==> src/hdl/rx_dma_pkg.sv <==
// *************************************************
// widths, MI register map and state encodings shared
// by the receive DMA engine blocks.
// *************************************************
`default_nettype none

package rx_dma_pkg;

    localparam int DATA_WIDTH = 32; // stream and MI word.
    localparam int META_WIDTH = 24; // user header metadata.

    // *************************************************
    // MI register map
    // *************************************************
    // each channel owns a 16-byte window, register picked by address bits [3:2].
    typedef enum logic [1:0] {
        REG_CTRL = 2'b00, // 0x0, bit 0 enables the channel.
        REG_BASE = 2'b01, // 0x4, ring base address.
        REG_PTR  = 2'b10, // 0x8, hardware write pointer, read only.
        REG_SENT = 2'b11  // 0xc, sent packet count, read only.
    } reg_sel_t;

    // global drop counter, just above the largest channel block.
    localparam logic [DATA_WIDTH-1:0] DROP_ADDR = 32'h0000_0080;

    // *************************************************
    // state encodings
    // *************************************************
    typedef enum logic {
        IDLE, // waiting for a start of packet.
        HOLD  // header registered, waiting to be taken.
    } hdr_state_t;

    typedef enum logic [1:0] {
        HDR_ADDR, // target address word.
        HDR_INFO, // metadata and size word.
        DATA,     // packet payload.
        DISCARD   // payload of a dropped packet.
    } xfer_state_t;

endpackage

`default_nettype wire

==> src/hdl/rx_dma_if.sv <==
// *************************************************
// internal links of the receive DMA engine: channel
// register lookup and the transaction header handoff.
// *************************************************
`default_nettype none

// header generator asks for one channel's settings and reports the new pointer.
interface chan_ctrl_if #(
    parameter int CHANNELS      = 4,
    parameter int POINTER_WIDTH = 8
);
    localparam int CHAN_W = (CHANNELS > 1) ? $clog2(CHANNELS) : 1;

    logic [CHAN_W-1:0]                 chan;
    logic                              enable;
    logic [rx_dma_pkg::DATA_WIDTH-1:0] base;
    logic [POINTER_WIDTH-1:0]          ptr;
    logic                              upd;      // one cycle per header taken.
    logic [POINTER_WIDTH-1:0]          upd_ptr;
    logic                              upd_drop; // count a drop instead.

    modport regs (input chan, upd, upd_ptr, upd_drop, output enable, base, ptr);
    modport gen  (output chan, upd, upd_ptr, upd_drop, input enable, base, ptr);
endinterface

// one header per packet, valid/ready.
interface pkt_hdr_if;
    logic                              valid;
    logic                              ready;
    logic [rx_dma_pkg::DATA_WIDTH-1:0] addr;
    logic [rx_dma_pkg::DATA_WIDTH-1:0] info; // {meta, size in words}.
    logic                              drop;

    modport src (output valid, addr, info, drop, input ready);
    modport dst (input valid, addr, info, drop, output ready);
endinterface

`default_nettype wire

==> src/hdl/rx_dma.sv <==
// *************************************************
// receive DMA engine top. user packet stream in,
// upstream ring writes out, MI for configuration.
// *************************************************
`default_nettype none

module rx_dma #(
    parameter int  CHANNELS      = 4,
    parameter int  PKT_SIZE_MAX  = 64,
    parameter int  POINTER_WIDTH = 8,
    parameter int  CNTRS_WIDTH   = 16,
    localparam int CHAN_W        = (CHANNELS > 1) ? $clog2(CHANNELS) : 1,
    localparam int SIZE_W        = $clog2(PKT_SIZE_MAX + 1)
) (
    input  logic                              CLK,
    input  logic                              rst_n,
    // user stream.
    input  logic [rx_dma_pkg::DATA_WIDTH-1:0] rx_data,
    input  logic                              rx_sof,
    input  logic                              rx_eof,
    input  logic [CHAN_W-1:0]                 rx_chan,
    input  logic [SIZE_W-1:0]                 rx_pkt_size,
    input  logic [rx_dma_pkg::META_WIDTH-1:0] rx_meta,
    input  logic                              rx_valid,
    output logic                              rx_ready,
    // upstream.
    output logic [rx_dma_pkg::DATA_WIDTH-1:0] up_data,
    output logic                              up_sof,
    output logic                              up_eof,
    output logic                              up_valid,
    input  logic                              up_ready,
    // MI.
    input  logic [rx_dma_pkg::DATA_WIDTH-1:0] mi_addr,
    input  logic [rx_dma_pkg::DATA_WIDTH-1:0] mi_dwr,
    input  logic                              mi_wr,
    input  logic                              mi_rd,
    output logic [rx_dma_pkg::DATA_WIDTH-1:0] mi_drd,
    output logic                              mi_ardy,
    output logic                              mi_drdy
);
    logic rx_take;

    chan_ctrl_if #(.CHANNELS(CHANNELS), .POINTER_WIDTH(POINTER_WIDTH)) ctrl_if ();
    pkt_hdr_if hdr_if ();

    rx_dma_mi_regs #(
        .CHANNELS      (CHANNELS),
        .POINTER_WIDTH (POINTER_WIDTH),
        .CNTRS_WIDTH   (CNTRS_WIDTH)
    ) regs_u (
        .CLK     (CLK),
        .rst_n   (rst_n),
        .mi_addr (mi_addr),
        .mi_dwr  (mi_dwr),
        .mi_wr   (mi_wr),
        .mi_rd   (mi_rd),
        .mi_drd  (mi_drd),
        .mi_ardy (mi_ardy),
        .mi_drdy (mi_drdy),
        .ctrl    (ctrl_if.regs)
    );

    rx_dma_hdr_gen #(
        .CHANNELS      (CHANNELS),
        .PKT_SIZE_MAX  (PKT_SIZE_MAX),
        .POINTER_WIDTH (POINTER_WIDTH)
    ) hdr_gen_u (
        .CLK         (CLK),
        .rst_n       (rst_n),
        .rx_sof      (rx_sof),
        .rx_chan     (rx_chan),
        .rx_pkt_size (rx_pkt_size),
        .rx_meta     (rx_meta),
        .rx_take     (rx_take),
        .ctrl        (ctrl_if.gen),
        .hdr         (hdr_if.src)
    );

    rx_dma_transfer transfer_u (
        .CLK      (CLK),
        .rst_n    (rst_n),
        .rx_data  (rx_data),
        .rx_sof   (rx_sof),
        .rx_eof   (rx_eof),
        .rx_valid (rx_valid),
        .rx_ready (rx_ready),
        .rx_take  (rx_take),
        .hdr      (hdr_if.dst),
        .up_data  (up_data),
        .up_sof   (up_sof),
        .up_eof   (up_eof),
        .up_valid (up_valid),
        .up_ready (up_ready)
    );

endmodule

`default_nettype wire

==> src/hdl/rx_dma_hdr_gen.sv <==
// *************************************************
// builds the upstream transaction header from the
// start-of-packet metadata, or marks the packet dropped.
// *************************************************
`default_nettype none

module rx_dma_hdr_gen #(
    parameter int  CHANNELS      = 4,
    parameter int  PKT_SIZE_MAX  = 64,
    parameter int  POINTER_WIDTH = 8,
    localparam int CHAN_W        = (CHANNELS > 1) ? $clog2(CHANNELS) : 1,
    localparam int SIZE_W        = $clog2(PKT_SIZE_MAX + 1)
) (
    input  logic                              CLK,
    input  logic                              rst_n,
    input  logic                              rx_sof,
    input  logic [CHAN_W-1:0]                 rx_chan,
    input  logic [SIZE_W-1:0]                 rx_pkt_size,
    input  logic [rx_dma_pkg::META_WIDTH-1:0] rx_meta,
    input  logic                              rx_take,
    chan_ctrl_if.gen                          ctrl,
    pkt_hdr_if.src                            hdr
);
    localparam int DW          = rx_dma_pkg::DATA_WIDTH;
    localparam int INFO_SIZE_W = DW - rx_dma_pkg::META_WIDTH;

    rx_dma_pkg::hdr_state_t   state;
    logic [CHAN_W-1:0]        chan_q;
    logic [DW-1:0]            addr_q;
    logic [DW-1:0]            info_q;
    logic                     drop_q;
    logic [POINTER_WIDTH-1:0] new_ptr_q;

    logic [DW-1:0]            ptr_ext;
    logic [POINTER_WIDTH-1:0] size_bytes;
    logic [INFO_SIZE_W-1:0]   size_field;

    // look up the arriving channel, then stay on the held one until the update.
    assign ctrl.chan = (state == rx_dma_pkg::HOLD) ? chan_q : rx_chan;

    assign ptr_ext    = {{(DW-POINTER_WIDTH){1'b0}}, ctrl.ptr};
    assign size_bytes = POINTER_WIDTH'({rx_pkt_size, 2'b00}); // words to bytes, ring wrap.
    assign size_field = INFO_SIZE_W'(rx_pkt_size);

    always_ff @(posedge CLK) begin
        if (!rst_n) begin
            state <= rx_dma_pkg::IDLE;
        end else begin
            case (state)
                rx_dma_pkg::IDLE: if (rx_take) state <= rx_dma_pkg::HOLD;
                rx_dma_pkg::HOLD: if (hdr.ready) state <= rx_dma_pkg::IDLE;
            endcase
        end
    end

    // header fields, captured with the sof word.
    always_ff @(posedge CLK) begin
        if (state == rx_dma_pkg::IDLE && rx_take) begin
            chan_q    <= rx_chan;
            addr_q    <= ctrl.base + ptr_ext;
            info_q    <= {rx_meta, size_field};
            drop_q    <= !ctrl.enable;
            new_ptr_q <= ctrl.ptr + size_bytes;
        end
    end

    assign hdr.valid = (state == rx_dma_pkg::HOLD);
    assign hdr.addr  = addr_q;
    assign hdr.info  = info_q;
    assign hdr.drop  = drop_q;

    // registers follow in the cycle the header leaves.
    assign ctrl.upd      = hdr.valid && hdr.ready;
    assign ctrl.upd_ptr  = new_ptr_q;
    assign ctrl.upd_drop = drop_q;

    // transfer block only takes sof words, and sizes stay in range.
    assert property (@(posedge CLK) disable iff (!rst_n)
        rx_take |-> rx_sof && rx_pkt_size != 0 && rx_pkt_size <= PKT_SIZE_MAX);

endmodule

`default_nettype wire

==> src/hdl/rx_dma_mi_regs.sv <==
// *************************************************
// MI register bank. per-channel enable, base, write
// pointer and sent count, plus the global drop count.
// *************************************************
`default_nettype none

module rx_dma_mi_regs #(
    parameter int CHANNELS      = 4,
    parameter int POINTER_WIDTH = 8,
    parameter int CNTRS_WIDTH   = 16
) (
    input  logic                              CLK,
    input  logic                              rst_n,
    input  logic [rx_dma_pkg::DATA_WIDTH-1:0] mi_addr,
    input  logic [rx_dma_pkg::DATA_WIDTH-1:0] mi_dwr,
    input  logic                              mi_wr,
    input  logic                              mi_rd,
    output logic [rx_dma_pkg::DATA_WIDTH-1:0] mi_drd,
    output logic                              mi_ardy,
    output logic                              mi_drdy,
    chan_ctrl_if.regs                         ctrl
);
    localparam int DW     = rx_dma_pkg::DATA_WIDTH;
    localparam int CHAN_W = (CHANNELS > 1) ? $clog2(CHANNELS) : 1;
    localparam logic [DW-1:0] WIN_END = CHANNELS * 16; // end of the channel windows.

    logic                     enable [CHANNELS];
    logic [DW-1:0]            base   [CHANNELS];
    logic [POINTER_WIDTH-1:0] ptr    [CHANNELS];
    logic [CNTRS_WIDTH-1:0]   sent   [CHANNELS];
    logic [CNTRS_WIDTH-1:0]   drop_cnt;

    logic                 ch_hit;
    logic [CHAN_W-1:0]    mi_chan;
    rx_dma_pkg::reg_sel_t sel;
    logic [DW-1:0]        rdata;

    assign ch_hit  = (mi_addr < WIN_END);
    assign mi_chan = mi_addr[4 +: CHAN_W];
    assign sel     = rx_dma_pkg::reg_sel_t'(mi_addr[3:2]);
    assign mi_ardy = rst_n; // every request accepted at once.

    // lookup for the header generator.
    assign ctrl.enable = enable[ctrl.chan];
    assign ctrl.base   = base[ctrl.chan];
    assign ctrl.ptr    = ptr[ctrl.chan];

    // *************************************************
    // register updates
    // *************************************************
    always_ff @(posedge CLK) begin
        if (!rst_n) begin
            for (int i = 0; i < CHANNELS; i++) begin
                enable[i] <= 1'b0;
                base[i]   <= '0;
                ptr[i]    <= '0;
                sent[i]   <= '0;
            end
            drop_cnt <= '0;
        end else begin
            if (mi_wr && ch_hit) begin
                case (sel)
                    rx_dma_pkg::REG_CTRL: enable[mi_chan] <= mi_dwr[0];
                    rx_dma_pkg::REG_BASE: base[mi_chan]   <= mi_dwr;
                    default: ; // pointer and counter are read only.
                endcase
            end
            // engine side never touches enable or base.
            if (ctrl.upd) begin
                if (ctrl.upd_drop) begin
                    drop_cnt <= drop_cnt + 1'b1;
                end else begin
                    ptr[ctrl.chan]  <= ctrl.upd_ptr;
                    sent[ctrl.chan] <= sent[ctrl.chan] + 1'b1;
                end
            end
        end
    end

    // read mux, unmapped space reads zero.
    always_comb begin
        rdata = '0;
        if (ch_hit) begin
            case (sel)
                rx_dma_pkg::REG_CTRL: rdata = {{(DW-1){1'b0}}, enable[mi_chan]};
                rx_dma_pkg::REG_BASE: rdata = base[mi_chan];
                rx_dma_pkg::REG_PTR:  rdata = {{(DW-POINTER_WIDTH){1'b0}}, ptr[mi_chan]};
                rx_dma_pkg::REG_SENT: rdata = {{(DW-CNTRS_WIDTH){1'b0}}, sent[mi_chan]};
            endcase
        end else if (mi_addr == rx_dma_pkg::DROP_ADDR) begin
            rdata = {{(DW-CNTRS_WIDTH){1'b0}}, drop_cnt};
        end
    end

    always_ff @(posedge CLK) begin
        if (!rst_n) begin
            mi_drdy <= 1'b0;
        end else begin
            mi_drdy <= mi_rd; // one cycle read latency.
        end
        mi_drd <= rdata;
    end

    assert property (@(posedge CLK) disable iff (!rst_n) !(mi_wr && mi_rd));

endmodule

`default_nettype wire

==> src/hdl/rx_dma_transfer.sv <==
// *************************************************
// frames the upstream write: address word, info word,
// then the payload. dropped packets are swallowed.
// *************************************************
`default_nettype none

module rx_dma_transfer (
    input  logic                              CLK,
    input  logic                              rst_n,
    input  logic [rx_dma_pkg::DATA_WIDTH-1:0] rx_data,
    input  logic                              rx_sof,
    input  logic                              rx_eof,
    input  logic                              rx_valid,
    output logic                              rx_ready,
    output logic                              rx_take,
    pkt_hdr_if.dst                            hdr,
    output logic [rx_dma_pkg::DATA_WIDTH-1:0] up_data,
    output logic                              up_sof,
    output logic                              up_eof,
    output logic                              up_valid,
    input  logic                              up_ready
);
    localparam int DW = rx_dma_pkg::DATA_WIDTH;

    rx_dma_pkg::xfer_state_t state;

    // one word of input buffering.
    logic [DW-1:0] hold_data;
    logic          hold_valid;
    logic          hold_eof;

    logic          out_free;
    logic          drain;
    logic          load;
    logic [DW-1:0] load_data;
    logic          load_sof;
    logic          load_eof;

    assign out_free = !up_valid || up_ready;
    assign drain    = hold_valid && ((state == rx_dma_pkg::DATA && out_free) ||
                                     state == rx_dma_pkg::DISCARD);
    assign rx_ready = !hold_valid || drain;
    assign rx_take  = rx_valid && rx_ready && rx_sof; // metadata goes to the header generator.

    // drops leave from the address state, sends after the info word.
    assign hdr.ready = (state == rx_dma_pkg::HDR_ADDR && hdr.valid && hdr.drop) ||
                       (state == rx_dma_pkg::HDR_INFO && out_free);

    always_ff @(posedge CLK) begin
        if (!rst_n) begin
            hold_valid <= 1'b0;
        end else if (rx_valid && rx_ready) begin
            hold_valid <= 1'b1;
        end else if (drain) begin
            hold_valid <= 1'b0;
        end
        if (rx_valid && rx_ready) begin
            hold_data <= rx_data;
            hold_eof  <= rx_eof;
        end
    end

    // *************************************************
    // output word selection
    // *************************************************
    always_comb begin
        load      = 1'b0;
        load_data = hold_data;
        load_sof  = 1'b0;
        load_eof  = 1'b0;
        case (state)
            rx_dma_pkg::HDR_ADDR: begin
                load      = hdr.valid && !hdr.drop;
                load_data = hdr.addr;
                load_sof  = 1'b1;
            end
            rx_dma_pkg::HDR_INFO: begin
                load      = 1'b1;
                load_data = hdr.info;
            end
            rx_dma_pkg::DATA: begin
                load     = hold_valid;
                load_eof = hold_eof;
            end
            default: ; // nothing goes upstream.
        endcase
    end

    always_ff @(posedge CLK) begin
        if (!rst_n) begin
            state <= rx_dma_pkg::HDR_ADDR;
        end else begin
            case (state)
                rx_dma_pkg::HDR_ADDR: begin
                    if (hdr.valid && hdr.drop) state <= rx_dma_pkg::DISCARD;
                    else if (load && out_free) state <= rx_dma_pkg::HDR_INFO;
                end
                rx_dma_pkg::HDR_INFO: if (out_free) state <= rx_dma_pkg::DATA;
                default: if (drain && hold_eof) state <= rx_dma_pkg::HDR_ADDR;
            endcase
        end
    end

    // output register, held while upstream stalls.
    always_ff @(posedge CLK) begin
        if (!rst_n) begin
            up_valid <= 1'b0;
            up_sof   <= 1'b0;
            up_eof   <= 1'b0;
        end else if (out_free) begin
            up_valid <= load;
            up_sof   <= load && load_sof;
            up_eof   <= load && load_eof;
        end
        if (out_free && load) begin
            up_data <= load_data;
        end
    end

    assert property (@(posedge CLK) disable iff (!rst_n)
        up_valid && !up_ready |=> up_valid && $stable(up_data));

endmodule

`default_nettype wire

==> config.mk <==
export PLATFORM = sky130hd
export DESIGN_NAME = rx_dma
export DESIGN_NICKNAME = d
export VERILOG_FILES = /design/src/hdl/rx_dma_pkg.sv /design/src/hdl/rx_dma_if.sv /design/src/hdl/rx_dma.sv /design/src/hdl/rx_dma_hdr_gen.sv /design/src/hdl/rx_dma_mi_regs.sv /design/src/hdl/rx_dma_transfer.sv
export SDC_FILE = /design/constraint.sdc
export NUM_CORES = 1
export LEC_CHECK = 0
export BUFFER_PORTS_ARGS = -buffer_cell sky130_fd_sc_hd__buf_2
export CORE_MARGIN = 2
export CORE_UTILIZATION = 59
export DETAILED_ROUTE_END_ITERATION = 16
export PLACE_DENSITY_LB_ADDON = 0.1
export SYNTH_ARGS = -nofsm -noshare
export SYNTH_HDL_FRONTEND = slang
export SYNTH_SLANG_ARGS = --single-unit
==> constraint.sdc <==
create_clock -name CLK -period 7.5 [get_ports CLK]
set_input_delay 1.875 -clock CLK [delete_from_list [all_inputs] [get_ports CLK]]
set_output_delay 1.875 -clock CLK [all_outputs]
set_load 0.03 [all_outputs]
Yosys cells after proc, flatten, opt, wreduce, memory -nomap -nowiden
Memories as Yosys holds them, arrays and structs flattened.
Cells that the tools add are included.

word-level totals
  output and inout bits = 70
  memories kept = 4
  word-level logic and storage cells = 113
  input port bits = 137
  register bits = 195
  RAM bits = 228

memories
  name           words  bits a word  rd ports  clocked after memory_dff  write ports  RTL line              RTL
  regs_u.base    4      32           2         0                         4            rx_dma_mi_regs.sv:28  logic [DW-1:0] base [CHANNELS];
  regs_u.sent    4      16           2         0                         4            rx_dma_mi_regs.sv:30  logic [CNTRS_WIDTH-1:0] sent [CHANNELS];
  regs_u.ptr     4      8            2         0                         4            rx_dma_mi_regs.sv:29  logic [POINTER_WIDTH-1:0] ptr [CHANNELS];
  regs_u.enable  4      1            2         0                         4            rx_dma_mi_regs.sv:27  logic enable [CHANNELS];

cells by class
  equal/unequal tests = 9
  bitwise logic cells = 1
  mux-type cells = 43
  add/sub/neg operators = 4
  $lt $le $gt $ge = 1
  reductions and logical operators = 34

operator list
  operator                                                      number
  one-hot mux 32 bit (4 select lines)                           1
  2-to-1 mux 32 bit                                             2
  one-hot mux 32 bit (2 select lines)                           1
  adder 16 x 1 -> 16 bit (second input constant)                2
  adder 32 x 8 -> 32 bit                                        1
  == test 32 x 8 -> 1 bit (second input constant)               1
  less-than comparator 32 x 7 -> 1 bit (second input constant)  1
  2-to-1 mux 16 bit                                             2
  OR reduction 32 bit                                           1
  2-to-1 mux 1 bit                                              24
  2-to-1 mux 2 bit                                              9
  logical AND 1 bit                                             16
  OR reduction 16 bit                                           1
  adder 8 bit                                                   1
  == test 2 bit (second input constant)                         4
  2-to-1 mux 8 bit                                              1
  OR reduction 8 bit                                            1
  == test 2 x 1 -> 1 bit (second input constant)                2
  zero test 1 bit                                               4
  zero test 2 bit                                               2
  logical OR 1 bit                                              4
  one-hot mux 2 bit (2 select lines)                            1
  != test 3 bit (second input constant)                         1
  one-hot mux 1 bit (3 select lines)                            1
  8 further kinds                                               8

Longest topological paths before layout
  depth after elaboration = 10
  mapped depth = 20
  depth with buffers taken out = 12

Hierarchy
Synthesis repeated with hierarchy kept, for this count alone.

second synthesis, totals
  cell total of the unflattened synthesis = 1317
  area total of the unflattened synthesis = 19735.2 sq um

modules (own cells, without submodules)
  module           cells each  times used  seq. area each (sq um)  area an instance (sq um)
  rx_dma_mi_regs   893         1           7797.5                  13474.2
  rx_dma_hdr_gen   215         1           2242.2                  3313.2
  rx_dma_transfer  209         1           2072.0                  2947.8

Worst setup path before layout
No wires, ideal clock.

  path type = in2reg
  start point = in up_ready
  end point = reg hdr_gen_u.chan_q[0], enable pin
  setup time = 0.508 ns
  stages on the path = 5
  path buffers = 0
  data required time = 6.992 ns
  arrival time = 5.697 ns
  setup slack = 1.295 ns
  cells stage by stage = nand2b_1 > o21ai_0 > nand2_1 > nand3_1 > nor2_1

between the ends
  word-level cells in the longest chain between the ends = 8

RTL lines
  item                             RTL line               RTL
  start: declaration               rx_dma.sv:31           input logic up_ready,
  logical OR 1 bit                 rx_dma_transfer.sv:39  assign out_free = !up_valid || up_ready;
  logical AND 1 bit                rx_dma_transfer.sv:40  assign drain = hold_valid && ((state == rx_dma_pkg::DATA && out_free) ||
  logical OR 1 bit                 rx_dma_transfer.sv:40
  logical AND 1 bit                rx_dma_transfer.sv:40
  logical OR 1 bit                 rx_dma_transfer.sv:42  assign rx_ready = !hold_valid || drain;
  net rx_ready                     rx_dma.sv:25           output logic rx_ready,
  logical AND 1 bit (2 in series)  rx_dma_transfer.sv:43  assign rx_take = rx_valid && rx_ready && rx_sof;
  logical AND 1 bit                rx_dma_hdr_gen.sv:58   if (state == rx_dma_pkg::IDLE && rx_take) begin
  end signal: assignment           rx_dma_hdr_gen.sv:59   chan_q <= rx_chan;
  end: declaration                 rx_dma_hdr_gen.sv:28   logic [CHAN_W-1:0] chan_q;

The timed path passes the listed nets, and every way through them passes these cells.
A chain may end at the register's enable or synchronous reset.

Worst setup path in the final report
  start point = in rx_chan[0]
  end point = reg hdr_gen_u.addr_q[14] (netlist: hdr_gen_u.hdr.addr[14]) (data pin)

between the ends
  word-level cells in the longest chain between the ends = 3
  elaborated cells between the ends (all ways) = 4
  classes of those cells = add/sub (1); mux (1); memory (2)

RTL lines
  item                    RTL line              RTL
  start: declaration      rx_dma.sv:21          input logic [CHAN_W-1:0] rx_chan,
  2-to-1 mux 2 bit        rx_dma_hdr_gen.sv:39  assign ctrl.chan = (state == rx_dma_pkg::HOLD) ? chan_q : rx_chan;
  memory (4 x 8 bit)      --
  net ctrl_if.ptr[0]      rx_dma_if.sv:17       logic [POINTER_WIDTH-1:0] ptr;
  adder 32 x 8 -> 32 bit  rx_dma_hdr_gen.sv:60  addr_q <= ctrl.base + ptr_ext;
  end signal: assignment  rx_dma_hdr_gen.sv:60
  end: declaration        rx_dma_hdr_gen.sv:29  logic [DW-1:0] addr_q;

The timed path passes the listed nets, and every way through them passes these cells.

==> flow_metrics.env <==
export IMPL_synth_edff_count=364
export IMPL_track_usage_pct=27.6
export IMPL_p_sw_mw=1.31
export IMPL_pwr_share_seq_pct=50.7
export IMPL_drt_iter0_drc=1210
export IMPL_slowest_stage="mux2_4"
export IMPL_antenna_found_initial=3
export IMPL_fp_dieW_um=188
export IMPL_power_density_nw_per_um2=237
export IMPL_fp_coreArea_um2=33400
export IMPL_intPower_mw=4.11
export IMPL_cp_slowest_stage_delay_ps=750
export IMPL_worst_slew_pin_slew_ps=1210
export IMPL_clock_power_share_pct=37.8
export IMPL_cts_sinks=423
export IMPL_portBuffers=206
export IMPL_crit_type="in -> reg"
export IMPL_ios=207
export IMPL_drt_first_pass_iters=5
export IMPL_arrival_ps=5490
export IMPL_postCtsSetupBuffers=0
export IMPL_die_height_um=188
export IMPL_combPwrFrac_pct=11.4
export IMPL_ys_seq_elements=423
export IMPL_setup_tns_ps=0
export IMPL_synthTopCellsByArea="edfxtp_1 (55%), mux4_2 (13%), dfxtp_1 (5.9%)"
export IMPL_finalClockSkew_ps=18.3
export IMPL_grt_pass1_wl_mm=73.8
export IMPL_clk_path_buf_depth=3
export IMPL_cts_resized=0
export IMPL_fmax_ghz=0.192
export IMPL_grt_overflow=0
export IMPL_syn_avg_cell_area_um2=14.3
export IMPL_status="finished, final reports clean"
export IMPL_synth_most_common_cell="edfxtp_1"
export IMPL_via_per_inst=6.06
export IMPL_synth_top_area_share_pct=54.7
export IMPL_layout_min_cycle_time_ps=5200
export IMPL_place_congestion=0.812
export IMPL_synth_ff_type="edfxtp_1"
export IMPL_tritoncts="built"
export IMPL_grt_pass1_vias=12500
export IMPL_layout_setup_ws_ps=2300
export IMPL_finalHoldViolCount=0
export IMPL_fin_util_pct=68.4
export IMPL_wl_per_cell_um=23.1
export IMPL_pre_cts_slack_ps=1690
export IMPL_area_growth_pct=14.4
export IMPL_drt_wl_total_mm=48.3
export IMPL_htree_levels=2
export IMPL_synth_distinct_cells=62
export IMPL_drive_above_1_share_pct=27.4
export IMPL_cp_end_kind="flop"
export IMPL_finalSetupViolations=0
export IMPL_grt_max_degree=64
export IMPL_cts_buffers=43
export IMPL_ys_warn_count=0
export IMPL_timing_slew_headroom_pct=19.3
export IMPL_slew_violations=0
export IMPL_ant_nets=0
export IMPL_ys_seq_area_share_pct=60.6
export IMPL_crit_chain="buf_2 -> mux2_4 -> mux4_2 -> ha_1 -> inv_1 -> fa_1 -> nor2b_1 -> o21ai_0 -> a21boi_0 -> o41ai_1 -> or3_1 -> nor2_1 -> xor2_1"
export IMPL_p_leak_nw=8.45
export IMPL_synth_common_cells="edfxtp_1 (364), and2_1 (150), mux4_2 (118), nand2_1 (111), nor2_1 (108)"
export IMPL_switching_share_pct=24.2
export IMPL_async_reset_ff_share_pct=0
export IMPL_drc=0
export IMPL_fin_nets=1754
export IMPL_initial_core_util_pct=59.8
export IMPL_hold_class="reg -> reg"
export IMPL_rows=67
export IMPL_fin_crit_sh_pct=69.3
export IMPL_ir_worst_vdd_mv=0.272
export IMPL_hpwl_mm=33.0
export IMPL_rsz0062_at_grt="false"
export IMPL_die_area_um2=35400
export IMPL_clock_latency_ps=550
export IMPL_vias=12600
export IMPL_worstPathRequired_ps=7790
export IMPL_syn_inst=1402
export IMPL_syn_area_um2=20000
export IMPL_maxCapViolCount=0
export IMPL_synth_fp_nets=1556
export IMPL_cts_root_buffer="clkbuf_16"
export IMPL_yosys_area_top_type="edfxtp_1"
export IMPL_clk_pin_slew_worst_paths_ps=60
export IMPL_start_kind="primary input"
export IMPL_cts_hold_buffers=0
export IMPL_worstPathMaxFanout=46
==> flip-flops by register name (all words and copies together), names as in the netlist <==
signal                   count
hdr_gen_u.hdr.info          31
regs_u.ptr                  32
regs_u.sent                 64
regs_u.enable                4
hdr_gen_u.ctrl.upd_ptr       8
transfer_u.up_data          32
transfer_u.hold_data        32
transfer_u.hold_eof          1
hdr_gen_u.hdr.addr          32
hdr_gen_u.hdr.valid          1
regs_u.drop_cnt             16
regs_u.base                128
regs_u.mi_drdy               1
transfer_u.up_sof            1
transfer_u.hold_valid        1
transfer_u.up_valid          1
transfer_u.up_eof            1
hdr_gen_u.ctrl.upd_drop      1
hdr_gen_u.chan_q             2
transfer_u.state             2
regs_u.mi_drd               32
==> kinds of logic after synthesis <==
family / after synthesis / synth area share (%)
xor+xnor: 59 / 2.62
flops: 423 / 60.6
compound gates: 112 / 3.57
simple gates: 504 / 13.1
fa+ha+maj: 17 / 1.14
buf+inv: 107 / 2.45
mux: 180 / 16.5
==> power groups by stage <==
stage	combinational [mW]	clock, mW	sequential [mW]
after floorplan	0.405	0	2.80
after global placement	0.609	0	2.79
after detailed placement	0.619	0	2.80
after CTS	0.621	2.08	2.75
after global routing	0.669	2.17	2.76
final	0.620	2.05	2.75
==> through the flow <==
step                total power [mW]  instances  area (µm²)  hold slack [ps]
detailed placement              3.42       2003       21500              461
global placement                3.40       2003       21500              464
finish                          5.42       2086       22900              491
floorplan                       3.21       1402       20000              443
global route                    5.59       2085       22900              513
CTS                             5.45       2083       22900              473
==> path summary, 6_finish.rpt <==
path,cells past startpoint,end,slack [ps],from
worst max-delay path,13,hdr_gen_u.hdr.addr[14],2300,rx_chan[0]
worst min-delay path,2,regs_u.enable[0],490,regs_u.enable[0]
worst max register to register,12,hdr_gen_u.hdr.addr[14],2980,hdr_gen_u.hdr.valid
worst min register to register,2,regs_u.enable[0],490,regs_u.enable[0]
==> worst max-delay path: cells and delay by family <==
| kind | cells | cell delay, ps |
|---|---|---|
| AOI/OAI and AO/OA | 3 | 1080 |
| and+or+nand+nor | 3 | 360 |
| muxes | 2 | 1380 |
| adders and majority gates | 2 | 430 |
| buffers and inverters | 2 | 190 |
| xor gates and xnor gates | 1 | 150 |
==> placed cells by master (no fill, tap or decap), types with 15 or more instances in the layout <==
cell	netlist	layout
a21oi_1	20	20
edfxtp_1	364	364
dfxtp_1	59	57
o21ai_0	50	47
ha_1	15	15
buf_2	11	205
xor2_1	24	24
nand2_1	111	111
buf_4	8	31
nand3_1	33	33
mux2i_1	48	48
inv_1	22	22
nor2_1	108	105
and2_1	150	150
mux4_2	118	118
and3_1	44	44
xnor2_1	34	34
clkbuf_16	0	44
==> per-layer routing <==
| layer | share of wire (%) | global-route usage, % | vias to the layer above |
|---|---|---|---|
| met1 | 41 | 40.3 | 6290 |
| met5 | 0.025 | 0 | - |
| met3 | 9.8 | 5.45 | 68 |
| met2 | 47 | 43.3 | 598 |
| li1 | - | - | 5680 |
| met4 | 1.9 | 6.87 | 2 |
==> layout make-up <==
class	instances	area, µm²
tap	448	561
antenna	3	7.51
timing repair buffer	237	1280
sequential	423	12100
clock buffer	58	1160
clock inverter	22	183
fill	2408	10600
inverter	23	86.3
multi-input combinational	872	7470
Power figures use the tool's default switching activity.
